File: config.mk
export PLATFORM = sky130hd
export DESIGN_NAME = matcherTop
export DESIGN_NICKNAME = d
export VERILOG_FILES = /design/src/verilog/matchPkg.sv /design/src/verilog/matcherTop.sv /design/src/verilog/bestMatchTracker.sv /design/src/verilog/patchCorrelator.sv /design/src/verilog/descriptorStore.sv /design/src/verilog/pixelLogConverter.sv
export SDC_FILE = /design/constraint.sdc
export NUM_CORES = 2
export LEC_CHECK = 0
export CAP_MARGIN = 20
export CORE_MARGIN = 2
export CORE_UTILIZATION = 62
export CTS_CLUSTER_DIAMETER = 80
export DETAILED_ROUTE_END_ITERATION = 8
export DONT_BUFFER_PORTS = 1
export HOLD_SLACK_MARGIN = 0.12
export PLACE_DENSITY = 0.78
export SKIP_CTS_REPAIR_TIMING = 1
export SYNTH_ARGS = -nofsm -noshare
export SYNTH_HDL_FRONTEND = slang
export SYNTH_SLANG_ARGS = --single-unit
File: constraint.sdc
create_clock -name clk -period 23 [get_ports clk]
set_input_delay 1.15 -clock clk [delete_from_list [all_inputs] [get_ports clk]]
set_output_delay 1.15 -clock clk [all_outputs]
set_load 0.01 [all_outputs]
File: src/verilog/matchPkg.sv
package matchPkg;

	// raw pixel bus
	localparam int pixelWidth = 9;
	localparam int lanes = 4;

	// 16x16 patch streamed four pixels per beat
	localparam int beatsPerPatch = 64;
	localparam int beatIndexWidth = 6;

	// log form of a pixel
	localparam int fracWidth = 8;
	// exponents 0 to 8 for magnitudes up to 256
	localparam int expWidth = 4;

	// score accumulator and search length
	localparam int scoreWidth = 32;
	localparam int windowsPerSearch = 16;
	localparam int windowIndexWidth = 4;

	// four signed pixels, lane 0 in the top bits
	typedef struct packed {
		logic [0:lanes-1][pixelWidth-1:0] px;
	} rawGroup;

	// one pixel in log form
	typedef struct packed {
		logic isZero;
		logic sign;
		logic [expWidth-1:0] exponent;
		logic [fracWidth-1:0] fraction;
	} logPixel;

	// four log pixels, same lane order as rawGroup
	typedef struct packed {
		logPixel [0:lanes-1] px;
	} logGroup;

endpackage
File: src/verilog/matcherTop.sv
`timescale 1ns/1ps

module matcherTop (
	input logic clk,
	input logic rst,
	input logic descValid,
	input logic windowValid,
	input matchPkg::rawGroup pixels,
	output logic windowDone,
	output logic searchDone,
	output logic signed [matchPkg::scoreWidth-1:0] bestScore,
	output logic [matchPkg::windowIndexWidth-1:0] bestIndex
);
	import matchPkg::*;

	// converter outputs, shared by store and correlator
	logic logValid;
	logic logIsWindow;
	logGroup logPixels;

	// store read path
	logGroup descPixels;
	logic [beatIndexWidth-1:0] readIndex;

	// finished patch scores
	logic patchValid;
	logic signed [scoreWidth-1:0] patchScore;

	pixelLogConverter converter0 (
		.clk(clk),
		.rst(rst),
		.descValid(descValid),
		.windowValid(windowValid),
		.pixels(pixels),
		.logValid(logValid),
		.logIsWindow(logIsWindow),
		.logPixels(logPixels)
	);

	descriptorStore store0 (
		.clk(clk),
		.rst(rst),
		.logValid(logValid),
		.logIsWindow(logIsWindow),
		.logPixels(logPixels),
		.readIndex(readIndex),
		.descPixels(descPixels)
	);

	patchCorrelator correlator0 (
		.clk(clk),
		.rst(rst),
		.logValid(logValid),
		.logIsWindow(logIsWindow),
		.logPixels(logPixels),
		.descPixels(descPixels),
		.readIndex(readIndex),
		.patchValid(patchValid),
		.patchScore(patchScore)
	);

	bestMatchTracker tracker0 (
		.clk(clk),
		.rst(rst),
		.patchValid(patchValid),
		.patchScore(patchScore),
		.windowDone(windowDone),
		.searchDone(searchDone),
		.bestScore(bestScore),
		.bestIndex(bestIndex)
	);

endmodule

File: src/verilog/bestMatchTracker.sv
`timescale 1ns/1ps

module bestMatchTracker (
	input logic clk,
	input logic rst,
	input logic patchValid,
	input logic signed [matchPkg::scoreWidth-1:0] patchScore,
	output logic windowDone,
	output logic searchDone,
	output logic signed [matchPkg::scoreWidth-1:0] bestScore,
	output logic [matchPkg::windowIndexWidth-1:0] bestIndex
);
	import matchPkg::*;

	logic [windowIndexWidth-1:0] windowCount;
	logic lastWindow;
	logic replaceBest;

	// unsigned magnitude, most negative score still fits
	function automatic logic [scoreWidth-1:0] absScore(input logic signed [scoreWidth-1:0] v);
		return v[scoreWidth-1] ? scoreWidth'(-v) : scoreWidth'(v);
	endfunction

	assign lastWindow = (windowCount == windowIndexWidth'(windowsPerSearch - 1));
	// window 0 loads outright, later ones must be strictly larger
	assign replaceBest = (windowCount == '0) || (absScore(patchScore) > absScore(bestScore));

	always_ff @(posedge clk, posedge rst) begin
		if (rst) begin
			windowCount <= '0;
			bestScore <= '0;
			bestIndex <= '0;
			windowDone <= 1'b0;
			searchDone <= 1'b0;
		end else begin
			windowDone <= patchValid;
			searchDone <= patchValid & lastWindow;
			if (patchValid) begin
				// wraps into the next search
				windowCount <= windowCount + 1'b1;
				if (replaceBest) begin
					bestScore <= patchScore;
					bestIndex <= windowCount;
				end
			end
		end
	end

	// each patch result is one pulse, counted as one window
	assert property (@(posedge clk) disable iff (rst) patchValid |=> !patchValid)
		else $error("patchValid high for more than one cycle");

endmodule

File: src/verilog/patchCorrelator.sv
`timescale 1ns/1ps

module patchCorrelator (
	input logic clk,
	input logic rst,
	input logic logValid,
	input logic logIsWindow,
	input matchPkg::logGroup logPixels,
	input matchPkg::logGroup descPixels,
	output logic [matchPkg::beatIndexWidth-1:0] readIndex,
	output logic patchValid,
	output logic signed [matchPkg::scoreWidth-1:0] patchScore
);
	import matchPkg::*;

	logic [expWidth:0] expSum [lanes];
	logic [fracWidth:0] fracSum [lanes];
	logic [fracWidth+1:0] mantissa [lanes];
	logic [scoreWidth-1:0] magnitude [lanes];
	logic signed [scoreWidth-1:0] product [lanes];
	logic signed [scoreWidth-1:0] beatSum;
	logic signed [scoreWidth-1:0] accum;
	logic windowBeat;
	logic lastBeat;

	assign windowBeat = logValid & logIsWindow;
	assign lastBeat = windowBeat && (readIndex == beatIndexWidth'(beatsPerPatch - 1));

	// log add then antilog per lane
	always_comb begin
		beatSum = '0;
		for (int lane = 0; lane < lanes; lane++) begin
			expSum[lane] = {1'b0, logPixels.px[lane].exponent}
				+ {1'b0, descPixels.px[lane].exponent};
			fracSum[lane] = {1'b0, logPixels.px[lane].fraction}
				+ {1'b0, descPixels.px[lane].fraction};
			// s below 256 gives 256+s, otherwise 2s (carry into the exponent)
			mantissa[lane] = fracSum[lane][fracWidth] ? {fracSum[lane], 1'b0}
				: {2'b01, fracSum[lane][fracWidth-1:0]};
			// truncating shift back to integer
			magnitude[lane] = ({{(scoreWidth-fracWidth-2){1'b0}}, mantissa[lane]}
				<< expSum[lane]) >> fracWidth;
			if (logPixels.px[lane].isZero || descPixels.px[lane].isZero) begin
				product[lane] = '0;
			end else if (logPixels.px[lane].sign ^ descPixels.px[lane].sign) begin
				product[lane] = -signed'(magnitude[lane]);
			end else begin
				product[lane] = signed'(magnitude[lane]);
			end
			beatSum = beatSum + product[lane];
		end
	end

	// beat counter doubles as the store read address
	always_ff @(posedge clk, posedge rst) begin
		if (rst) begin
			readIndex <= '0;
			accum <= '0;
			patchValid <= 1'b0;
		end else begin
			patchValid <= lastBeat;
			if (windowBeat) begin
				readIndex <= readIndex + 1'b1;
				// restart at zero for the next window
				accum <= lastBeat ? '0 : accum + beatSum;
			end
		end
	end

	// finished sum, held while the next window streams in
	always_ff @(posedge clk) begin
		if (lastBeat) begin
			patchScore <= accum + beatSum;
		end
	end

endmodule

File: src/verilog/descriptorStore.sv
`timescale 1ns/1ps

module descriptorStore (
	input logic clk,
	input logic rst,
	input logic logValid,
	input logic logIsWindow,
	input matchPkg::logGroup logPixels,
	input logic [matchPkg::beatIndexWidth-1:0] readIndex,
	output matchPkg::logGroup descPixels
);
	import matchPkg::*;

	// one log group per beat of the descriptor patch
	logGroup descMem [0:beatsPerPatch-1];
	logic [beatIndexWidth-1:0] writePtr;
	logic descWrite;

	assign descWrite = logValid & ~logIsWindow;

	// pointer wraps after 64 beats, so a reload starts at beat 0 again
	always_ff @(posedge clk, posedge rst) begin
		if (rst) begin
			writePtr <= '0;
		end else if (descWrite) begin
			writePtr <= writePtr + 1'b1;
		end
	end

	always_ff @(posedge clk) begin
		if (descWrite) begin
			descMem[writePtr] <= logPixels;
		end
	end

	// zero latency read at the correlator's beat counter
	assign descPixels = descMem[readIndex];

	// descriptor beats only between windows, correlator counter at rest
	assert property (@(posedge clk) disable iff (rst) descWrite |-> (readIndex == '0))
		else $error("descriptor written while a window is in progress");

endmodule

File: src/verilog/pixelLogConverter.sv
`timescale 1ns/1ps

module pixelLogConverter (
	input logic clk,
	input logic rst,
	input logic descValid,
	input logic windowValid,
	input matchPkg::rawGroup pixels,
	output logic logValid,
	output logic logIsWindow,
	output matchPkg::logGroup logPixels
);
	import matchPkg::*;

	logGroup nextPixels;

	// leading one by halving, zero input gives 0
	function automatic logic [expWidth-1:0] leadingOne(input logic [2*fracWidth-1:0] value);
		logic [2*fracWidth-1:0] probe;
		logic [expWidth-1:0] pos;
		probe = value;
		pos = '0;
		if (probe[15:8] != '0) begin
			pos = pos + expWidth'(8);
			probe = probe >> 8;
		end
		if (probe[7:4] != '0) begin
			pos = pos + expWidth'(4);
			probe = probe >> 4;
		end
		if (probe[3:2] != '0) begin
			pos = pos + expWidth'(2);
			probe = probe >> 2;
		end
		if (probe[1]) begin
			pos = pos + expWidth'(1);
		end
		return pos;
	endfunction

	always_comb begin : convertLanes
		logic [pixelWidth-1:0] magnitude;
		logic [expWidth-1:0] leadPos;
		logic [2*fracWidth-1:0] normalized;
		for (int lane = 0; lane < lanes; lane++) begin
			// -256 comes out as 9'h100, still fits unsigned
			magnitude = pixels.px[lane][pixelWidth-1] ? ~pixels.px[lane] + 1'b1 : pixels.px[lane];
			leadPos = leadingOne({{(2*fracWidth-pixelWidth){1'b0}}, magnitude});
			// leading one lands on bit 8, bits below it are the fraction
			normalized = {{(2*fracWidth-pixelWidth){1'b0}}, magnitude}
				<< (expWidth'(fracWidth) - leadPos);
			nextPixels.px[lane].isZero = (magnitude == '0);
			nextPixels.px[lane].sign = pixels.px[lane][pixelWidth-1];
			nextPixels.px[lane].exponent = leadPos;
			nextPixels.px[lane].fraction = normalized[fracWidth-1:0];
		end
	end

	// strobe and tag
	always_ff @(posedge clk, posedge rst) begin
		if (rst) begin
			logValid <= 1'b0;
			logIsWindow <= 1'b0;
		end else begin
			logValid <= descValid | windowValid;
			logIsWindow <= windowValid;
		end
	end

	// log group held until the next beat
	always_ff @(posedge clk) begin
		if (descValid || windowValid) begin
			logPixels <= nextPixels;
		end
	end

	// bus carries one patch kind per beat
	assert property (@(posedge clk) disable iff (rst) !(descValid && windowValid))
		else $error("descValid and windowValid high together");

endmodule

Word-level counts from Yosys, hierarchy flattened. Memories as Yosys holds them, arrays and structs flattened. Index checks and enable logic that the tools add are counted. Widths: inputs -> output; s select.

Register bits after elaboration: 177. RAM bits: 3584. Output and inout port bits: 38. Memories kept: 1.

$add $sub $neg: 42. $lt $le $gt $ge: 1. Eq/ne operators: 2. Shifts and indexed selects: 8. Muxes and demuxes: 49. Bitwise gates (word level): 13. Reduce and logical (&&, ||, !) cells: 21.

Memories: store0.descMem (words 64, bits a word 56, read ports 1, clocked after memory_dff 0, wr ports 1, RTL line descriptorStore.sv:15) `logGroup descMem [0:beatsPerPatch-1];`.

Operators with widths (count): $mux 32 (11); $add 32x32->32 (5); $neg 24->32 (4); $shl 10x5->32 (4); $mux 4 (20); $neg 32->32 (2); $mux 10 (4); $add 8x8->9 (4); $add 9x1->9 const B (4); $logic_not 9->1 (4); $mux 9 (4); $not 9->9 (4); $shl 9x4->8 (4); $gt 32x32->1 (1); $mux 8 (4); $add 4x1->4 const B (5); $add 4x4->5 (4); $add 4x2->4 const B (4); $add 4x3->4 const B (4); $reduce_bool 4->1 (4); $sub 4x4->4 const A (4); $add 6x1->6 const B (2); $mux 2 (4); $reduce_bool 2->1 (4); other kinds (11) (22).

Depth between registers and ports, before layout.
Depth in word-level cells: 12. Mapped depth: 59.

Cells and area by module. A second synthesis with hierarchy kept.

Cell total of the unflattened synthesis: 9139. Area total of the unflattened synthesis: 161319.7 um^2.

By module, submodules not included: descriptorStore (instances 1, cells an instance 6032, area each 136400.8 um^2); patchCorrelator (instances 1, cells an instance 2254, area each 16746.1 um^2); pixelLogConverter (instances 1, cells an instance 483, area each 4578.1 um^2); bestMatchTracker (instances 1, cells an instance 370, area each 3594.7 um^2).

Worst setup path after synthesis. OpenSTA, ideal clock, no wires.

Path kind: register to register. Start point: register correlator0.readIndex[0] (netlist name). End point: register correlator0.accum[31]. Arrival time: 13362 ps. Required time: 22879 ps. Setup slack: 9517 ps. Stages on the path, launching flop included: 58. Path buffers: 8. Cells stage by stage: dfrtp_1 -> buf_2 -> buf_6 -> buf_6 -> buf_2 -> buf_2 -> clkbuf_1 -> buf_1 -> buf_1 -> mux4_2 -> mux4_2 -> mux4_2 -> ha_1 -> fa_1 -> a21o_1 -> a21o_1 -> a2111o_1 -> nand3_1 -> [22 not listed] -> nor2_1 -> xnor2_1 -> ha_1 -> o21ai_0 -> nand2b_1 -> a21oi_1 -> o21bai_1 -> a21o_1 -> o311ai_0 -> o211ai_1 -> nand4_1 -> nand3_1 -> a31o_2 -> a21o_1 -> a2111oi_0 -> nor3_1 -> xnor3_2 -> a22o_1.

Longest elaborated chain between the ends: 12. Elaborated cells on any way between the ends: 44.

RTL lines: start: declaration (RTL line patchCorrelator.sv:10) `output logic [matchPkg::beatIndexWidth-1:0] readIndex,`; start signal: assignment (RTL line patchCorrelator.sv:63) `readIndex <= readIndex + 1'b1;`; $mem_v2 64x56; $add 8x8->9 (RTL line patchCorrelator.sv:36) `+ {1'b0, descPixels.px[lane].fraction};`; $mux 10 (RTL line patchCorrelator.sv:38) `mantissa[lane] = fracSum[lane][fracWidth] ? {fracSum[lane], 1'b0}`; $shl 10x5->32 (RTL line patchCorrelator.sv:41) `magnitude[lane] = ({{(scoreWidth-fracWidth-2){1'b0}}, mantissa[lane]}`; $neg 24->32 (RTL line patchCorrelator.sv:46) `product[lane] = -signed'(magnitude[lane]);`; $mux 32 (RTL line patchCorrelator.sv:45) `end else if (logPixels.px[lane].sign ^ descPixels.px[lane].sign) begin`; $mux 32 (RTL line patchCorrelator.sv:43) `if (logPixels.px[lane].isZero || descPixels.px[lane].isZero) begin`; $add 32x32->32 (3 in series) (RTL line patchCorrelator.sv:50) `beatSum = beatSum + product[lane];`; $add 32x32->32 (RTL line patchCorrelator.sv:65) `accum <= lastBeat ? '0 : accum + beatSum;`; $mux 32 * (RTL line patchCorrelator.sv:65); end signal: assignment (RTL line patchCorrelator.sv:65); end: declaration (RTL line patchCorrelator.sv:22) `logic signed [scoreWidth-1:0] accum;`.

Every way passes the cells marked *; elsewhere a longest branch is shown, timed or not. A chain may end at the register's enable or synchronous reset.

Worst setup path in the final report. Ends and elaborated chain as after synthesis.

==> impl_metrics.env <==
export IMPL_final_area_um2=177000
export IMPL_ys_seq_elements=3761
export IMPL_setup_violations_final=0
export IMPL_final_antenna_net_count=0
export IMPL_yosys_warnings=0
export IMPL_avgSynthCellArea_um2=19.7
export IMPL_status="complete, no violations"
export IMPL_cts_tree="built"
export IMPL_drt_pass1_iter_count=6
export IMPL_cap_viol_max_count=0
export IMPL_r2r_start="correlator0.readIndex[0]$_DFFE_PP0P_"
export IMPL_yosys_area_share_simple=0.0312
export IMPL_ioPinCount=78
export IMPL_synthArstFlopShare=0.0237
export IMPL_ys_flop_type="edfxtp_1"
export IMPL_area_growth_pct=10.7
export IMPL_cp_common_cell="a21oi_1"
export IMPL_via_per_inst=7.48
export IMPL_worstSetupEndpointType="flop"
export IMPL_fillers=14900
export IMPL_reg2reg_slack_ns=7.04
export IMPL_wl_um=488000
export IMPL_grt_pass1_wl_um=680000
export IMPL_die_height_um=512
export IMPL_yosys_area_share_adder=0.0222
export IMPL_fin_tns_setup_ns=0
export IMPL_crit_fanout=102
export IMPL_hp_class="in -> async"
export IMPL_vias=90100
export IMPL_drc=0
export IMPL_die_x_um=512
export IMPL_antenna_found_initial=15
export IMPL_root_buffer="clkbuf_16"
export IMPL_cts_path_max_buffers=4
export IMPL_overflow=0
export IMPL_ys_seq_area_frac=0.704
export IMPL_drive_gt1_frac=0.250
export IMPL_muxShareOfSynthArea=0.173
export IMPL_required_ns=23.76
export IMPL_start_util=0.623
export IMPL_clk_latency_ns=0.95
export IMPL_cts_buffers=372
export IMPL_slew_headroom=0.203
export IMPL_rows=186
export IMPL_rr_worst_depth=49
export IMPL_crit_type="reg -> reg"
export IMPL_initialDrtViolationCount=16100
export IMPL_syn_nets=8400
export IMPL_cp_start_kind="flop"
export IMPL_synth_cells=8119
export IMPL_finClkSkew_ns=0.0841
export IMPL_wire_per_inst_um=40.5
export IMPL_grt_total_usage=0.373
export IMPL_dieArea_um2=262000
export IMPL_post_dp_hpwl_um=249000
export IMPL_r2r_end="correlator0.accum[31]$_DFFE_PP0P_"
export IMPL_synthXorXnorAreaFrac=0.0139
export IMPL_setup_ws_ns=7.04
export IMPL_period_minus_slack_ns=15.96
export IMPL_grt_pass1_vias=88400
export IMPL_synth_compound_area_frac=0.0404
export IMPL_grt_max_degree=144
export IMPL_cts_sinks=3761
export IMPL_drv_slew=0
export IMPL_synth_edf_count=3672
export IMPL_critPathSlowestCell="dfrtp_4"
export IMPL_post_place_ws_ns=7.42
export IMPL_min_period_over_period=0.694
export IMPL_cts_htree_levels=5
export IMPL_post_dp_cell_area_um2=165000
export IMPL_hold_viol_final=0
export IMPL_ys_types=122
export IMPL_rsz0062_at_grt="false"
export IMPL_utilization=0.689
export IMPL_io_buffers=0
export IMPL_syn_cell_area_um2=160000
export IMPL_core_area_um2=257000
export IMPL_synth_top_family_by_area="multiplexers"
export IMPL_cpPeakStageDelay_ns=1.04
export IMPL_path_clk_slew_ns=0.06
export IMPL_fmax_mhz=62.7
export IMPL_max_slew_worst_pin_slew_ns=1.20
export IMPL_gp_congestion=0.937
export IMPL_layout_nets=8641
export IMPL_cp_arrival_ns=16.72
export IMPL_startpoint="correlator0.readIndex[0]$_DFFE_PP0P_"
## layout by cell type, fill, tap and decap left out, types with 49 or more instances in the layout
| cell type | instances |
|---|---|
| clkinv_2 | 56 |
| nor2_4 | 61 |
| fa_1 | 71 |
| buf_4 | 252 |
| a21oi_1 | 200 |
| clkbuf_1 | 87 |
| nand3_1 | 62 |
| clkinv_1 | 87 |
| o21ai_0 | 139 |
| dfrtp_1 | 83 |
| nand2_1 | 266 |
| nor2_1 | 275 |
| clkbuf_16 | 377 |
| inv_1 | 216 |
| a21o_1 | 59 |
| mux4_2 | 1182 |
| nor3_1 | 81 |
| xor2_1 | 112 |
| mux2i_1 | 49 |
| xnor2_1 | 130 |
| ha_1 | 170 |
| edfxtp_1 | 3672 |
## synth_stat cells (all sizes together), types with 34 or more instances
| master | n | area share |
|---|---|---|
| nand2b | 43 | 0.0017 |
| a211oi | 38 | 0.0019 |
| a21o | 59 | 0.0028 |
| o21ai | 156 | 0.0049 |
| inv | 219 | 0.0052 |
| xor2 | 112 | 0.0061 |
| mux4 | 1182 | 0.17 |
| nor2 | 338 | 0.0080 |
| ha | 170 | 0.013 |
| nor3 | 86 | 0.0028 |
| clkbuf | 294 | 0.0069 |
| mux2i | 54 | 0.0035 |
| xnor2 | 138 | 0.0077 |
| buf | 108 | 0.0030 |
| nand3 | 64 | 0.0021 |
| a31oi | 43 | 0.0017 |
| dfrtp | 89 | 0.014 |
| nand2 | 266 | 0.0062 |
| fa | 71 | 0.0089 |
| a21oi | 204 | 0.0065 |
| o211ai | 34 | 0.0016 |
| o22ai | 37 | 0.0014 |
| o31ai | 39 | 0.0019 |
| edfxtp | 3672 | 0.69 |
| mux2 | 42 | 0.0030 |
| nand4 | 40 | 0.0016 |
## through the flow
step                instances  hold slack (ns)
CTS                     12000            0.186
detailed placement      11400            0.482
global placement        11400            0.469
finish                  12000            0.202
global route            12000            0.219
floorplan                8119            0.456
## layer usage
| metal | share of wire | track usage | wire, µm |
|---|---|---|---|
| met1 | 0.34 | 0.503 | 167000 |
| met2 | 0.47 | 0.584 | 230000 |
| met3 | 0.13 | 0.0933 | 63200 |
| met5 | 0.00052 | 0 | 254 |
| met4 | 0.056 | 0.170 | 27100 |
## state kept, by name, summed over array words and instances (netlist names), 4 cells and up
register,cells
store0.descMem,3584
converter0.logPixels,56
correlator0.accum,32
correlator0.patchScore,32
tracker0.bestScore,32
correlator0.readIndex,6
store0.writePtr,6
tracker0.bestIndex,4
tracker0.windowCount,4
## kinds of logic (layout without fill, tap and decap cells)
group | Yosys count | in the layout
multiplexers | 1278 | 1278
buffers and inverters | 627 | 1159
other | 0 | 11
AND/OR/NAND/NOR | 1041 | 1041
AO/OA/AOI/OAI | 920 | 920
XOR/XNOR | 251 | 251
adder cells (fa/ha/maj) | 241 | 241
flip-flops | 3761 | 3761
## worst max path at each step
stage                                   endpoint  slack (ns)  depth (start not counted)
6_report       correlator0.accum[31]$_DFFE_PP0P_        7.04                         49
5_1_grt        correlator0.accum[31]$_DFFE_PP0P_        6.08                         49
4_1_cts        correlator0.accum[31]$_DFFE_PP0P_        7.14                         49
3_5_place_dp   correlator0.accum[31]$_DFFE_PP0P_        7.42                         49
3_3_place_gp   correlator0.accum[31]$_DFFE_PP0P_        7.27                         49
2_1_floorplan  correlator0.accum[31]$_DFFE_PP0P_        9.52                         57
## layout make-up
cell class	instances	area (µm²)	area share
antenna	11	27.5	0.000156
multi-input combinational	3731	45400	0.257
sequential	3761	113000	0.636
inverter	225	850	0.00480
clock inverter	199	1800	0.0102
tap	3384	4230	0.0239
clock buffer	466	9790	0.0554
timing repair buffer	269	2220	0.0125
## worst max-delay path, delay by kind of cell (launching register included)
family                   cells  cell delay [ns]
multiplexers                 3             1.61
AO/OA/AOI/OAI               24             7.07
AND/OR/NAND/NOR              7             0.78
adder cells (fa/ha/maj)      6             2.21
flip-flops                   1             1.04
buffers and inverters        6             2.17
XOR/XNOR                     3             0.69
Power is left out: the tool's default activity adds up to more than one toggle a clock period on the data nets, which glitch-free logic cannot reach.
